==> src/verilog/ctrl_pkg.sv <==
package ctrl_pkg;

	// ----------------------------------------
	// Datapath control fields.
	// ----------------------------------------
	typedef enum logic [1:0] {
		alu_add,
		alu_sub,
		alu_or
	} alu_op_t;

	// ext_pad puts imm16 in the upper half, low half zero.
	typedef enum logic [1:0] {
		ext_zero,
		ext_sign,
		ext_pad
	} ext_mode_t;

	typedef enum logic {
		npc_seq,
		npc_beq
	} npc_mode_t;

	typedef enum logic {
		opnd_rt,
		opnd_imm
	} opnd_sel_t;

	// ----------------------------------------
	// Write-back selects.
	// ----------------------------------------
	typedef enum logic {
		waddr_rt,
		waddr_rd
	} wsel_addr_t;

	typedef enum logic {
		wdata_alu,
		wdata_mem
	} wsel_data_t;

endpackage

==> src/verilog/isa_pkg.sv <==
package isa_pkg;

	// ----------------------------------------
	// Instruction field positions.
	// ----------------------------------------
	localparam int op_msb    = 31;
	localparam int op_lsb    = 26;
	localparam int rs_msb    = 25;
	localparam int rs_lsb    = 21;
	localparam int rt_msb    = 20;
	localparam int rt_lsb    = 16;
	localparam int rd_msb    = 15;
	localparam int rd_lsb    = 11;
	localparam int funct_msb = 5;
	localparam int funct_lsb = 0;
	localparam int imm16_msb = 15;
	localparam int imm16_lsb = 0;

	// ----------------------------------------
	// Opcode and funct encodings.
	// ----------------------------------------
	localparam logic [5:0] op_rtype = 6'h00;
	localparam logic [5:0] op_lui   = 6'h0f;
	localparam logic [5:0] op_ori   = 6'h0d;
	localparam logic [5:0] op_lw    = 6'h23;
	localparam logic [5:0] op_sw    = 6'h2b;
	localparam logic [5:0] op_beq   = 6'h04;

	localparam logic [5:0] funct_addu = 6'h21;
	localparam logic [5:0] funct_subu = 6'h23;
	localparam logic [5:0] funct_nop  = 6'h00;

	// Decoded instruction class.
	typedef enum logic [3:0] {
		kind_addu,
		kind_subu,
		kind_lui,
		kind_ori,
		kind_lw,
		kind_sw,
		kind_beq,
		kind_nop,
		kind_unknown
	} instr_kind_t;

	// First fetch address out of reset.
	localparam logic [31:0] reset_pc = 32'h0000_3000;

endpackage

==> src/verilog/ctrl_if.sv <==
interface ctrl_if;

	// Datapath controls.
	ctrl_pkg::alu_op_t    alu_op;
	ctrl_pkg::ext_mode_t  ext_mode;
	ctrl_pkg::opnd_sel_t  opnd_sel;
	ctrl_pkg::npc_mode_t  npc_mode;

	// Write strobes and write-back selects.
	logic                 rf_we;
	logic                 dm_we;
	ctrl_pkg::wsel_addr_t waddr_sel;
	ctrl_pkg::wsel_data_t wdata_sel;

	modport drv (
		output alu_op, ext_mode, opnd_sel, npc_mode,
		output rf_we, dm_we, waddr_sel, wdata_sel
	);

	modport ex (input alu_op, ext_mode, opnd_sel);

	modport pc (input npc_mode);

endinterface

==> src/verilog/control.sv <==
module control (
	input  logic [31:0] instr,
	ctrl_if.drv         ctl
);

	logic [5:0]           op;
	logic [5:0]           funct;
	isa_pkg::instr_kind_t kind;

	assign op    = instr[isa_pkg::op_msb:isa_pkg::op_lsb];
	assign funct = instr[isa_pkg::funct_msb:isa_pkg::funct_lsb];

	// ----------------------------------------
	// Instruction classification.
	// ----------------------------------------
	always_comb begin
		case (op)
			isa_pkg::op_rtype: begin
				case (funct)
					isa_pkg::funct_addu: kind = isa_pkg::kind_addu;
					isa_pkg::funct_subu: kind = isa_pkg::kind_subu;
					isa_pkg::funct_nop:  kind = isa_pkg::kind_nop;
					default:             kind = isa_pkg::kind_unknown;
				endcase
			end
			isa_pkg::op_lui: kind = isa_pkg::kind_lui;
			isa_pkg::op_ori: kind = isa_pkg::kind_ori;
			isa_pkg::op_lw:  kind = isa_pkg::kind_lw;
			isa_pkg::op_sw:  kind = isa_pkg::kind_sw;
			isa_pkg::op_beq: kind = isa_pkg::kind_beq;
			default:         kind = isa_pkg::kind_unknown;
		endcase
	end

	// ----------------------------------------
	// Control word.
	// ----------------------------------------
	always_comb begin
		// Safe defaults, nothing written.
		ctl.alu_op    = ctrl_pkg::alu_or;
		ctl.ext_mode  = ctrl_pkg::ext_zero;
		ctl.opnd_sel  = ctrl_pkg::opnd_rt;
		ctl.npc_mode  = ctrl_pkg::npc_seq;
		ctl.rf_we     = 1'b0;
		ctl.dm_we     = 1'b0;
		ctl.waddr_sel = ctrl_pkg::waddr_rt;
		ctl.wdata_sel = ctrl_pkg::wdata_alu;

		case (kind)
			isa_pkg::kind_addu, isa_pkg::kind_subu: begin
				ctl.alu_op    = (kind == isa_pkg::kind_addu) ? ctrl_pkg::alu_add
				                                             : ctrl_pkg::alu_sub;
				ctl.rf_we     = 1'b1;
				ctl.waddr_sel = ctrl_pkg::waddr_rd;
			end
			isa_pkg::kind_lui: begin
				ctl.ext_mode = ctrl_pkg::ext_pad;
				ctl.opnd_sel = ctrl_pkg::opnd_imm;
				ctl.rf_we    = 1'b1;
			end
			isa_pkg::kind_ori: begin
				ctl.opnd_sel = ctrl_pkg::opnd_imm;
				ctl.rf_we    = 1'b1;
			end
			isa_pkg::kind_lw: begin
				ctl.alu_op    = ctrl_pkg::alu_add;
				ctl.ext_mode  = ctrl_pkg::ext_sign;
				ctl.opnd_sel  = ctrl_pkg::opnd_imm;
				ctl.rf_we     = 1'b1;
				ctl.wdata_sel = ctrl_pkg::wdata_mem;
			end
			isa_pkg::kind_sw: begin
				ctl.alu_op   = ctrl_pkg::alu_add;
				ctl.ext_mode = ctrl_pkg::ext_sign;
				ctl.opnd_sel = ctrl_pkg::opnd_imm;
				ctl.dm_we    = 1'b1;
			end
			isa_pkg::kind_beq: ctl.npc_mode = ctrl_pkg::npc_beq;
			default: begin
				// nop and unknown keep the defaults
			end
		endcase
	end

endmodule

==> src/verilog/exec_unit.sv <==
module exec_unit (
	ctrl_if.ex          ctl,
	input  logic [31:0] rs_val,
	input  logic [31:0] rt_val,
	input  logic [15:0] imm16,
	output logic [31:0] result,
	output logic        equal
);

	logic [31:0] ext_imm;
	logic [31:0] opnd_b;

	// ----------------------------------------
	// Immediate extension.
	// ----------------------------------------
	always_comb begin
		case (ctl.ext_mode)
			ctrl_pkg::ext_sign: ext_imm = {{16{imm16[15]}}, imm16};
			ctrl_pkg::ext_pad:  ext_imm = {imm16, 16'h0000};
			default:            ext_imm = {16'h0000, imm16};
		endcase
	end

	// Second operand.
	assign opnd_b = (ctl.opnd_sel == ctrl_pkg::opnd_imm) ? ext_imm : rt_val;

	// ----------------------------------------
	// ALU.
	// ----------------------------------------
	always_comb begin
		case (ctl.alu_op)
			ctrl_pkg::alu_add: result = rs_val + opnd_b;
			ctrl_pkg::alu_sub: result = rs_val - opnd_b;
			default:           result = rs_val | opnd_b;
		endcase
	end

	// Branch compare, always on the two register reads.
	assign equal = (rs_val == rt_val);

endmodule

==> src/verilog/pc_npc.sv <==
module pc_npc (
	input  logic        clk,
	input  logic        arst_n,
	ctrl_if.pc          ctl,
	input  logic [15:0] imm16,
	input  logic        equal,
	output logic [31:0] pc
);

	logic [31:0] pc_plus4;
	logic [31:0] br_offset;
	logic [31:0] br_target;
	logic [31:0] npc;

	assign pc_plus4 = pc + 32'd4;

	// Word offset, sign-extended.
	assign br_offset = {{14{imm16[15]}}, imm16, 2'b00};
	assign br_target = pc_plus4 + br_offset;

	always_comb begin
		if (ctl.npc_mode == ctrl_pkg::npc_beq && equal) begin
			npc = br_target;
		end else begin
			npc = pc_plus4;
		end
	end

	// ----------------------------------------
	// PC register.
	// ----------------------------------------
	always_ff @(posedge clk or negedge arst_n) begin
		if (!arst_n) begin
			pc <= isa_pkg::reset_pc;
		end else begin
			pc <= npc;
		end
	end

endmodule

==> src/verilog/rf.sv <==
module rf (
	input  logic        clk,
	input  logic        arst_n,
	input  logic [4:0]  ra1,
	input  logic [4:0]  ra2,
	input  logic [4:0]  wa,
	input  logic        we,
	input  logic [31:0] wd,
	output logic [31:0] rd1,
	output logic [31:0] rd2
);

	logic [31:0] regs [0:31];

	// ----------------------------------------
	// Write port.
	// ----------------------------------------
	always_ff @(posedge clk or negedge arst_n) begin
		if (!arst_n) begin
			for (int i = 0; i < 32; i++) begin
				regs[i] <= '0;
			end
		end else if (we && wa != 5'd0) begin
			regs[wa] <= wd;
		end
	end

	// ----------------------------------------
	// Read ports, asynchronous.
	// ----------------------------------------
	always_comb begin
		if (ra1 == 5'd0) begin
			rd1 = '0;
		end else begin
			rd1 = regs[ra1];
		end
	end

	always_comb begin
		if (ra2 == 5'd0) begin
			rd2 = '0;
		end else begin
			rd2 = regs[ra2];
		end
	end

endmodule

==> src/verilog/single_cycle_cpu.sv <==
module single_cycle_cpu (
	input  logic        clk,
	input  logic        arst_n,
	output logic [31:0] imem_addr,
	input  logic [31:0] imem_rdata,
	output logic [31:0] dmem_addr,
	output logic [31:0] dmem_wdata,
	output logic        dmem_we,
	input  logic [31:0] dmem_rdata,
	output logic        rf_we,
	output logic [4:0]  rf_waddr,
	output logic [31:0] rf_wdata
);

	logic [31:0] pc;
	logic [4:0]  rs;
	logic [4:0]  rt;
	logic [4:0]  rd;
	logic [15:0] imm16;
	logic [31:0] rs_val;
	logic [31:0] rt_val;
	logic [31:0] result;
	logic        equal;

	ctrl_if ctl ();

	// ----------------------------------------
	// Fetch and field slicing.
	// ----------------------------------------
	assign imem_addr = pc;

	assign rs    = imem_rdata[isa_pkg::rs_msb:isa_pkg::rs_lsb];
	assign rt    = imem_rdata[isa_pkg::rt_msb:isa_pkg::rt_lsb];
	assign rd    = imem_rdata[isa_pkg::rd_msb:isa_pkg::rd_lsb];
	assign imm16 = imem_rdata[isa_pkg::imm16_msb:isa_pkg::imm16_lsb];

	control u_control (
		.instr (imem_rdata),
		.ctl   (ctl)
	);

	pc_npc u_pc_npc (
		.clk    (clk),
		.arst_n (arst_n),
		.ctl    (ctl),
		.imm16  (imm16),
		.equal  (equal),
		.pc     (pc)
	);

	rf u_rf (
		.clk    (clk),
		.arst_n (arst_n),
		.ra1    (rs),
		.ra2    (rt),
		.wa     (rf_waddr),
		.we     (rf_we),
		.wd     (rf_wdata),
		.rd1    (rs_val),
		.rd2    (rt_val)
	);

	exec_unit u_exec_unit (
		.ctl    (ctl),
		.rs_val (rs_val),
		.rt_val (rt_val),
		.imm16  (imm16),
		.result (result),
		.equal  (equal)
	);

	// ----------------------------------------
	// Memory port and write-back.
	// ----------------------------------------
	assign dmem_addr  = result;
	assign dmem_wdata = rt_val;
	assign dmem_we    = ctl.dm_we;

	// Trace outputs are the register-file write inputs.
	assign rf_we    = ctl.rf_we;
	assign rf_waddr = (ctl.waddr_sel == ctrl_pkg::waddr_rd) ? rd : rt;
	assign rf_wdata = (ctl.wdata_sel == ctrl_pkg::wdata_mem) ? dmem_rdata : result;

endmodule
==> config.mk <==
export PLATFORM = sky130hd
export DESIGN_NAME = single_cycle_cpu
export DESIGN_NICKNAME = d
export VERILOG_FILES = /design/src/verilog/ctrl_pkg.sv /design/src/verilog/isa_pkg.sv /design/src/verilog/ctrl_if.sv /design/src/verilog/control.sv /design/src/verilog/exec_unit.sv /design/src/verilog/pc_npc.sv /design/src/verilog/rf.sv /design/src/verilog/single_cycle_cpu.sv
export SDC_FILE = /design/constraint.sdc
export NUM_CORES = 2
export LEC_CHECK = 0
export BUFFER_PORTS_ARGS = -buffer_cell sky130_fd_sc_hd__buf_2
export CORE_MARGIN = 2
export CORE_UTILIZATION = 60
export CTS_BUF_LIST = sky130_fd_sc_hd__clkbuf_8 sky130_fd_sc_hd__clkbuf_16
export DETAILED_ROUTE_END_ITERATION = 10
export PLACE_DENSITY = 0.74
export SKIP_LAST_GASP = 1
export SLEW_MARGIN = 20
export SYNTH_ARGS = -nofsm -noshare
export SYNTH_HDL_FRONTEND = slang
export SYNTH_SLANG_ARGS = --single-unit
==> constraint.sdc <==
create_clock -name clk -period 9 [get_ports clk]
set_input_delay 0.45 -clock clk [delete_from_list [all_inputs] [get_ports clk]]
set_output_delay 0.45 -clock clk [all_outputs]
set_load 0.03 [all_outputs]
* After elaboration in Yosys (flattened, before gate mapping)
Index checks and enable logic that the tools add are counted.
** Cells by class
- $lt $le $gt $ge :: 4
- Eq/ne operators :: 17
- Reduce and logical (&&, ||, !) cells :: 14
- Muxes and demuxes :: 28
- Add/subtract/negate cells :: 4
- Bitwise logic cells :: 4
** Operator list (count)
- $bwmux 1024 :: 1
- $bmux 32 s5 :: 2
- $mux 32 :: 10
- $demux 32 s5 :: 1
- $pmux 32 s2 :: 2
- $add 32x32->32 :: 2
- $add 32x3->32 const B :: 1
- $eq 32x32->1 :: 1
- $or 32x32->32 :: 1
- $sub 32x32->32 :: 1
- $eq 6x6->1 const B :: 4
- $pmux 4 s6 :: 1
- $ge 6x6->1 const B :: 3
- $not 5->6 :: 3
- $eq 4x3->1 const B :: 3
- $eq 6x4->1 const B :: 2
- $logic_not 6->1 :: 2
- $pmux 4 s3 :: 1
- $logic_not 5->1 :: 2
- $eq 4x2->1 const B :: 2
- $pmux 2 s2 :: 2
- $mux 1 :: 7
- $eq 6x3->1 const B :: 1
- $lt 6x1->1 const B :: 1
- other kinds (11) :: 15
** Storage, ports and cells
- Input bits :: 66
- Logic and storage cells :: 104
- Register bits :: 1056

* Longest topological paths before layout
- Word-level depth :: 13
- Depth in mapped cells :: 33

* Cells and area by module
A second synthesis with hierarchy kept.
** Second synthesis, totals
- Cells, all modules :: 4622
- Area, all modules :: 61987.0 um^2
** Modules (own cells, without submodules)
- rf :: area an instance 54357.1 um^2, times used 1, cells an instance 3621, sequential area each 25624.6 um^2
- exec_unit :: area an instance 3599.7 um^2, times used 1, cells an instance 537, sequential area each 0.0 um^2
- pc_npc :: area an instance 3258.1 um^2, times used 1, cells an instance 401, sequential area each 753.2 um^2
- single_cycle_cpu :: area an instance 600.6 um^2, times used 1, cells an instance 41, sequential area each 0.0 um^2
- control :: area an instance 171.4 um^2, times used 1, cells an instance 22, sequential area each 0.0 um^2

* Least setup slack after synthesis
No wires, ideal clock.
- Kind :: in2out
- Start point :: in imem_rdata[18]
- End point :: out rf_wdata[29]
- Arrival time :: 6988 ps
- Stages on the path :: 29
- Setup slack :: 1562 ps
- Data required time :: 8550 ps
- Path through :: buf_2 buf_4 buf_4 buf_2 buf_2 nand2_1 a31oi_1 nor4b_1 a22o_1 or3_1 nor2_1 and4_1 nand4_1 o21ai_0 xor2_1 ha_1 a22o_1 nor3_1 nand2_1 nand4_1 nor2_1 a211oi_1 o21bai_1 a21oi_1 xor2_1 a22oi_1 mux2i_1 clkbuf_1 inv_1
** Between the ends
- Word-level cells in the longest chain between the ends :: 9
** RTL lines
- start: declaration :: RTL line single_cycle_cpu.sv:5 : input logic [31:0] imem_rdata,
- $not 5->6 (implied by the code) :: RTL line rf.sv:43 : rd2 = regs[ra2];
- $bmux 32 s5 :: RTL line rf.sv:43
- $mux 32 (implied by the code) (2 in a row) :: RTL line rf.sv:43
- $mux 32 * :: RTL line rf.sv:40 : if (ra2 == 5'd0) begin
- via dmem_wdata[12] :: RTL line single_cycle_cpu.sv:7 : output logic [31:0] dmem_wdata,
- $mux 32 * :: RTL line exec_unit.sv:25 : assign opnd_b = (ctl.opnd_sel == ctrl_pkg::opnd_imm) ? ext_imm : rt_val;
- $sub 32x32->32 or $add 32x32->32 (tied branches) :: RTL line exec_unit.sv:33, exec_unit.sv:32
- $pmux 32 s2 * :: RTL line exec_unit.sv:31 : case (ctl.alu_op)
- via dmem_addr[29] :: RTL line single_cycle_cpu.sv:6 : output logic [31:0] dmem_addr,
- $mux 32 * :: RTL line single_cycle_cpu.sv:82 : assign rf_wdata = (ctl.wdata_sel == ctrl_pkg::wdata_mem) ? dmem_rdata : result;
- end: declaration :: RTL line single_cycle_cpu.sv:12 : output logic [31:0] rf_wdata
Mark *: on every way through the listed nets, which the timed path passes. The rest lies on a longest branch. The select of a mux whose other input is x is not followed.

* Worst setup path in the final report
- Start point :: in imem_rdata[16]
- End point :: out rf_wdata[31]
** Between the ends
- Word-level cells in the longest chain between the ends :: 9
** RTL lines
- $not 5->6 (implied by the code) :: RTL line rf.sv:43
- $bmux 32 s5 :: RTL line rf.sv:43
- $mux 32 (implied by the code) (2 in a row) :: RTL line rf.sv:43
- $mux 32 * :: RTL line rf.sv:40
- $mux 32 * :: RTL line exec_unit.sv:25
- $sub 32x32->32, or another cell as far along :: RTL line exec_unit.sv:33 : ctrl_pkg::alu_sub: result = rs_val - opnd_b;
- $pmux 32 s2 * :: RTL line exec_unit.sv:31
- $mux 32 * :: RTL line single_cycle_cpu.sv:82
Every way passes the cells marked *; elsewhere a longest branch is shown, timed or not. The select of a mux whose other input is x is not followed.

==> results.json <==
{
  "syn_area_per_cell_um2": 10.5,
  "layout_commonest_cell": "nand2_1",
  "dr.pass1.iters": 8,
  "cp.required_ps": 8550,
  "grt.total_usage": 0.428,
  "clockPowerShare": 0.410,
  "peakVddDrop_mv": 0.157,
  "netSwitchingPower_uw": 3400,
  "tightest_slew_ps": 1220,
  "drcViolationCount": 0,
  "grt_busiest_layer": "met2",
  "clkTransAtPathRegs_ps": 70,
  "use_met3": 0.162,
  "switching_share": 0.288,
  "dpl-instance-area_mm2": 0.0623,
  "core-area_mm2": 0.0999,
  "ff2ff_path_depth": 25,
  "ant_nets": 0,
  "slew_headroom": 0.187,
  "grt_pass1_vias": 48700,
  "synth_top_area_share": 0.436,
  "postCtsSetupRepairBufs": 0,
  "h-tree-depth": 3,
  "stdcell_area_mm2": 0.0662,
  "place_congestion": 1.05,
  "syn2layout_area_growth_pct": 9.71,
  "clk_latency_ps": 730,
  "mostFrequentLayoutCells": "nand2_1 (1066), dfrtp_1 (1052), o21ai_0 (1002), mux4_2 (479), buf_2 (190)",
  "synth_largest_area_cell": "dfrtp_1",
  "cts.path.max_buffers": 3,
  "synthArstFlopShare": 1.00,
  "drtIter0Drc": 7237,
  "fin_tns_setup_ps": 0,
  "grt_max_degree": 179,
  "num-nets-final": 5807,
  "die_x_um": 321,
  "status": "finished clean",
  "cts_resized": 0,
  "cp-end-kind": "primary output",
  "wl_per_cell_um": 30.9,
  "timing.fmax_ghz": 0.122,
  "ctsHoldBuffers": 1,
  "start_util": 0.604,
  "fp.dieH_um": 321,
  "root_buffer": "clkbuf_16",
  "die_area_mm2": 0.103,
  "cts_tree": "done",
  "drv_slew": 0,
  "io_pins": 201,
  "dpl.hpwl_mm": 136,
  "synthCells": 5754,
  "synth_area_leaders": "dfrtp_1 (44%), mux4_2 (18%), o21ai_0 (8.3%), nand2_1 (6.8%), mux2i_1 (3.4%)",
  "p_leak_uw": 0.0295,
  "yosys_warnings": 0,
  "maxCapViolCount": 0,
  "ys_ff_latch": 1054,
  "powerDensity_mw_per_mm2": 178,
  "met2_usage": 0.607,
  "drive_gt1_frac": 0.203,
  "seq_area_frac_synth": 0.437,
  "drt-total-wl_mm": 218,
  "whs_path_depth": 3,
  "path_class": "in -> out",
  "timing.final.hold_violations": 0,
  "grt_pass1_wl_mm": 322,
  "crit_arrival_ps": 7720,
  "grt_overflow": 0,
  "comb_power_share": 0.156,
  "startpoint_type": "primary input",
  "setup_ws_ps": 827,
  "rows": 116,
  "cts_sinks": 1054,
  "grt_setup_unrepaired": "no",
  "final.setup_skew_ps": 28.5,
  "fin_crit_ps": 8170,
  "total_power_uw": 11800,
  "place_ws_ps": 953,
  "setup-violations-final": 0,
  "vias": 50200,
  "syn-cell-area_mm2": 0.0604,
  "worst-path-max-fanout": 50,
  "period_share": 0.908,
  "synth_edf_count": 0,
  "portBuffers": 198,
  "antenna_found_initial": 13,
  "hp-class": "in -> reg",
  "ys_types": 89,
  "grt.met1_usage": 0.567,
  "numCtsBuffers": 110,
  "viasPerCell": 7.11,
  "holdWs_ps": 258,
  "synth-main-ff-cell": "dfrtp_1",
  "intPower_uw": 8420,
  "seqPwrFrac": 0.434
}
state kept, by name, summed over array words and instances, names as in the netlist:
signal and count:
u_rf.regs 1024, u_pc_npc.pc 30
stage by stage:
| stage | instances | utilization |
|---|---|---|
| floorplan | 5755 | - |
| global placement | 6858 | 0.624 |
| detailed placement | 6858 | 0.624 |
| CTS | 7064 | 0.663 |
| global route | 7065 | 0.663 |
| finish | 7066 | 0.663 |
power by group through the flow:
| stage | clock [uW] | sequential (uW) | combinational (uW) |
|---|---|---|---|
| floorplan | 0 | 5150 | 1150 |
| global placement | 0 | 5180 | 1760 |
| detailed placement | 0 | 5190 | 1790 |
| CTS | 4840 | 5110 | 1800 |
| global route | 5040 | 5140 | 1950 |
| finish | 4850 | 5120 | 1840 |
cell type report:
class | instances | area [um^2]
Fill cell | 7452 | 33600
Multi-Input combinational cell | 4067 | 31600
Sequential cell | 1054 | 26400
Clock buffer | 137 | 3140
Timing Repair Buffer | 358 | 2410
Tap cell | 1298 | 1620
Clock inverter | 68 | 713
Inverter | 83 | 314
Antenna cell | 1 | 2.50
synth_stat cells (34+ instances only):
library cell  number
nand3_1           79
xor2_1            66
a21oi_1          194
nor3_1            51
dfrtp_1         1052
nand2_1         1090
nor2_1           190
buf_2             45
clkbuf_1         428
mux2i_1          206
a22oi_1           80
mux4_2           479
o21ai_0         1004
ha_1              65
buf_1             34
inv_1             80
xnor2_1           74
worst max-delay path, stage by stage:
cell	delay [ps]
buf_8	430
buf_4	620
mux4_2	570
mux2i_1	210
a211oi_1	180
a31oi_1	350
nor2b_1	190
nor4bb_1	320
buf_4	210
and4_1	260
nand4_1	220
o31ai_1	350
xor2_1	210
ha_1	310
a22o_1	220
nor3_1	290
nand2_1	90
nand4_1	130
nor2_1	70
a21oi_1	250
a31oi_1	220
and3_4	230
or4b_4	520
a21oi_4	370
o21ai_2	100
buf_2	200
worst paths after layout:
path / startpoint / end / slack [ps]
max: imem_rdata[16] / rf_wdata[31] / 830
min: dmem_rdata[11] / u_rf.regs[299] / 260
max reg2reg: u_rf.regs[609] / u_rf.regs[127] / 1580
min reg2reg: u_rf.regs[1009] / u_rf.regs[1009] / 380
max in group asynchronous: arst_n / u_rf.regs[797] / 6500
min in group asynchronous: arst_n / u_rf.regs[494] / 310
cells by family (layout without fill, tap and decap cells):
| kind of cell | count (synthesis) | count (layout) | share of synthesized area |
|---|---|---|---|
| adders and majority gates | 67 | 67 | 0.0141 |
| other | 1 | 3 | 0.0000621 |
| AOI/OAI and AO/OA | 1525 | 1525 | 0.142 |
| buffers and inverters | 634 | 646 | 0.0457 |
| and+or+nand+nor | 1593 | 1593 | 0.111 |
| xor gates and xnor gates | 140 | 140 | 0.0203 |
| DFF | 1054 | 1054 | 0.437 |
| muxes | 740 | 740 | 0.230 |
metal layers:
| layer | part of all wire | up-vias |
|---|---|---|
| li1 | - | 20700 |
| met1 | 0.36 | 24800 |
| met2 | 0.42 | 3731 |
| met3 | 0.15 | 891 |
| met4 | 0.067 | 26 |
| met5 | 0.00093 | - |
Note: power is estimated with default switching activity, not from simulation.
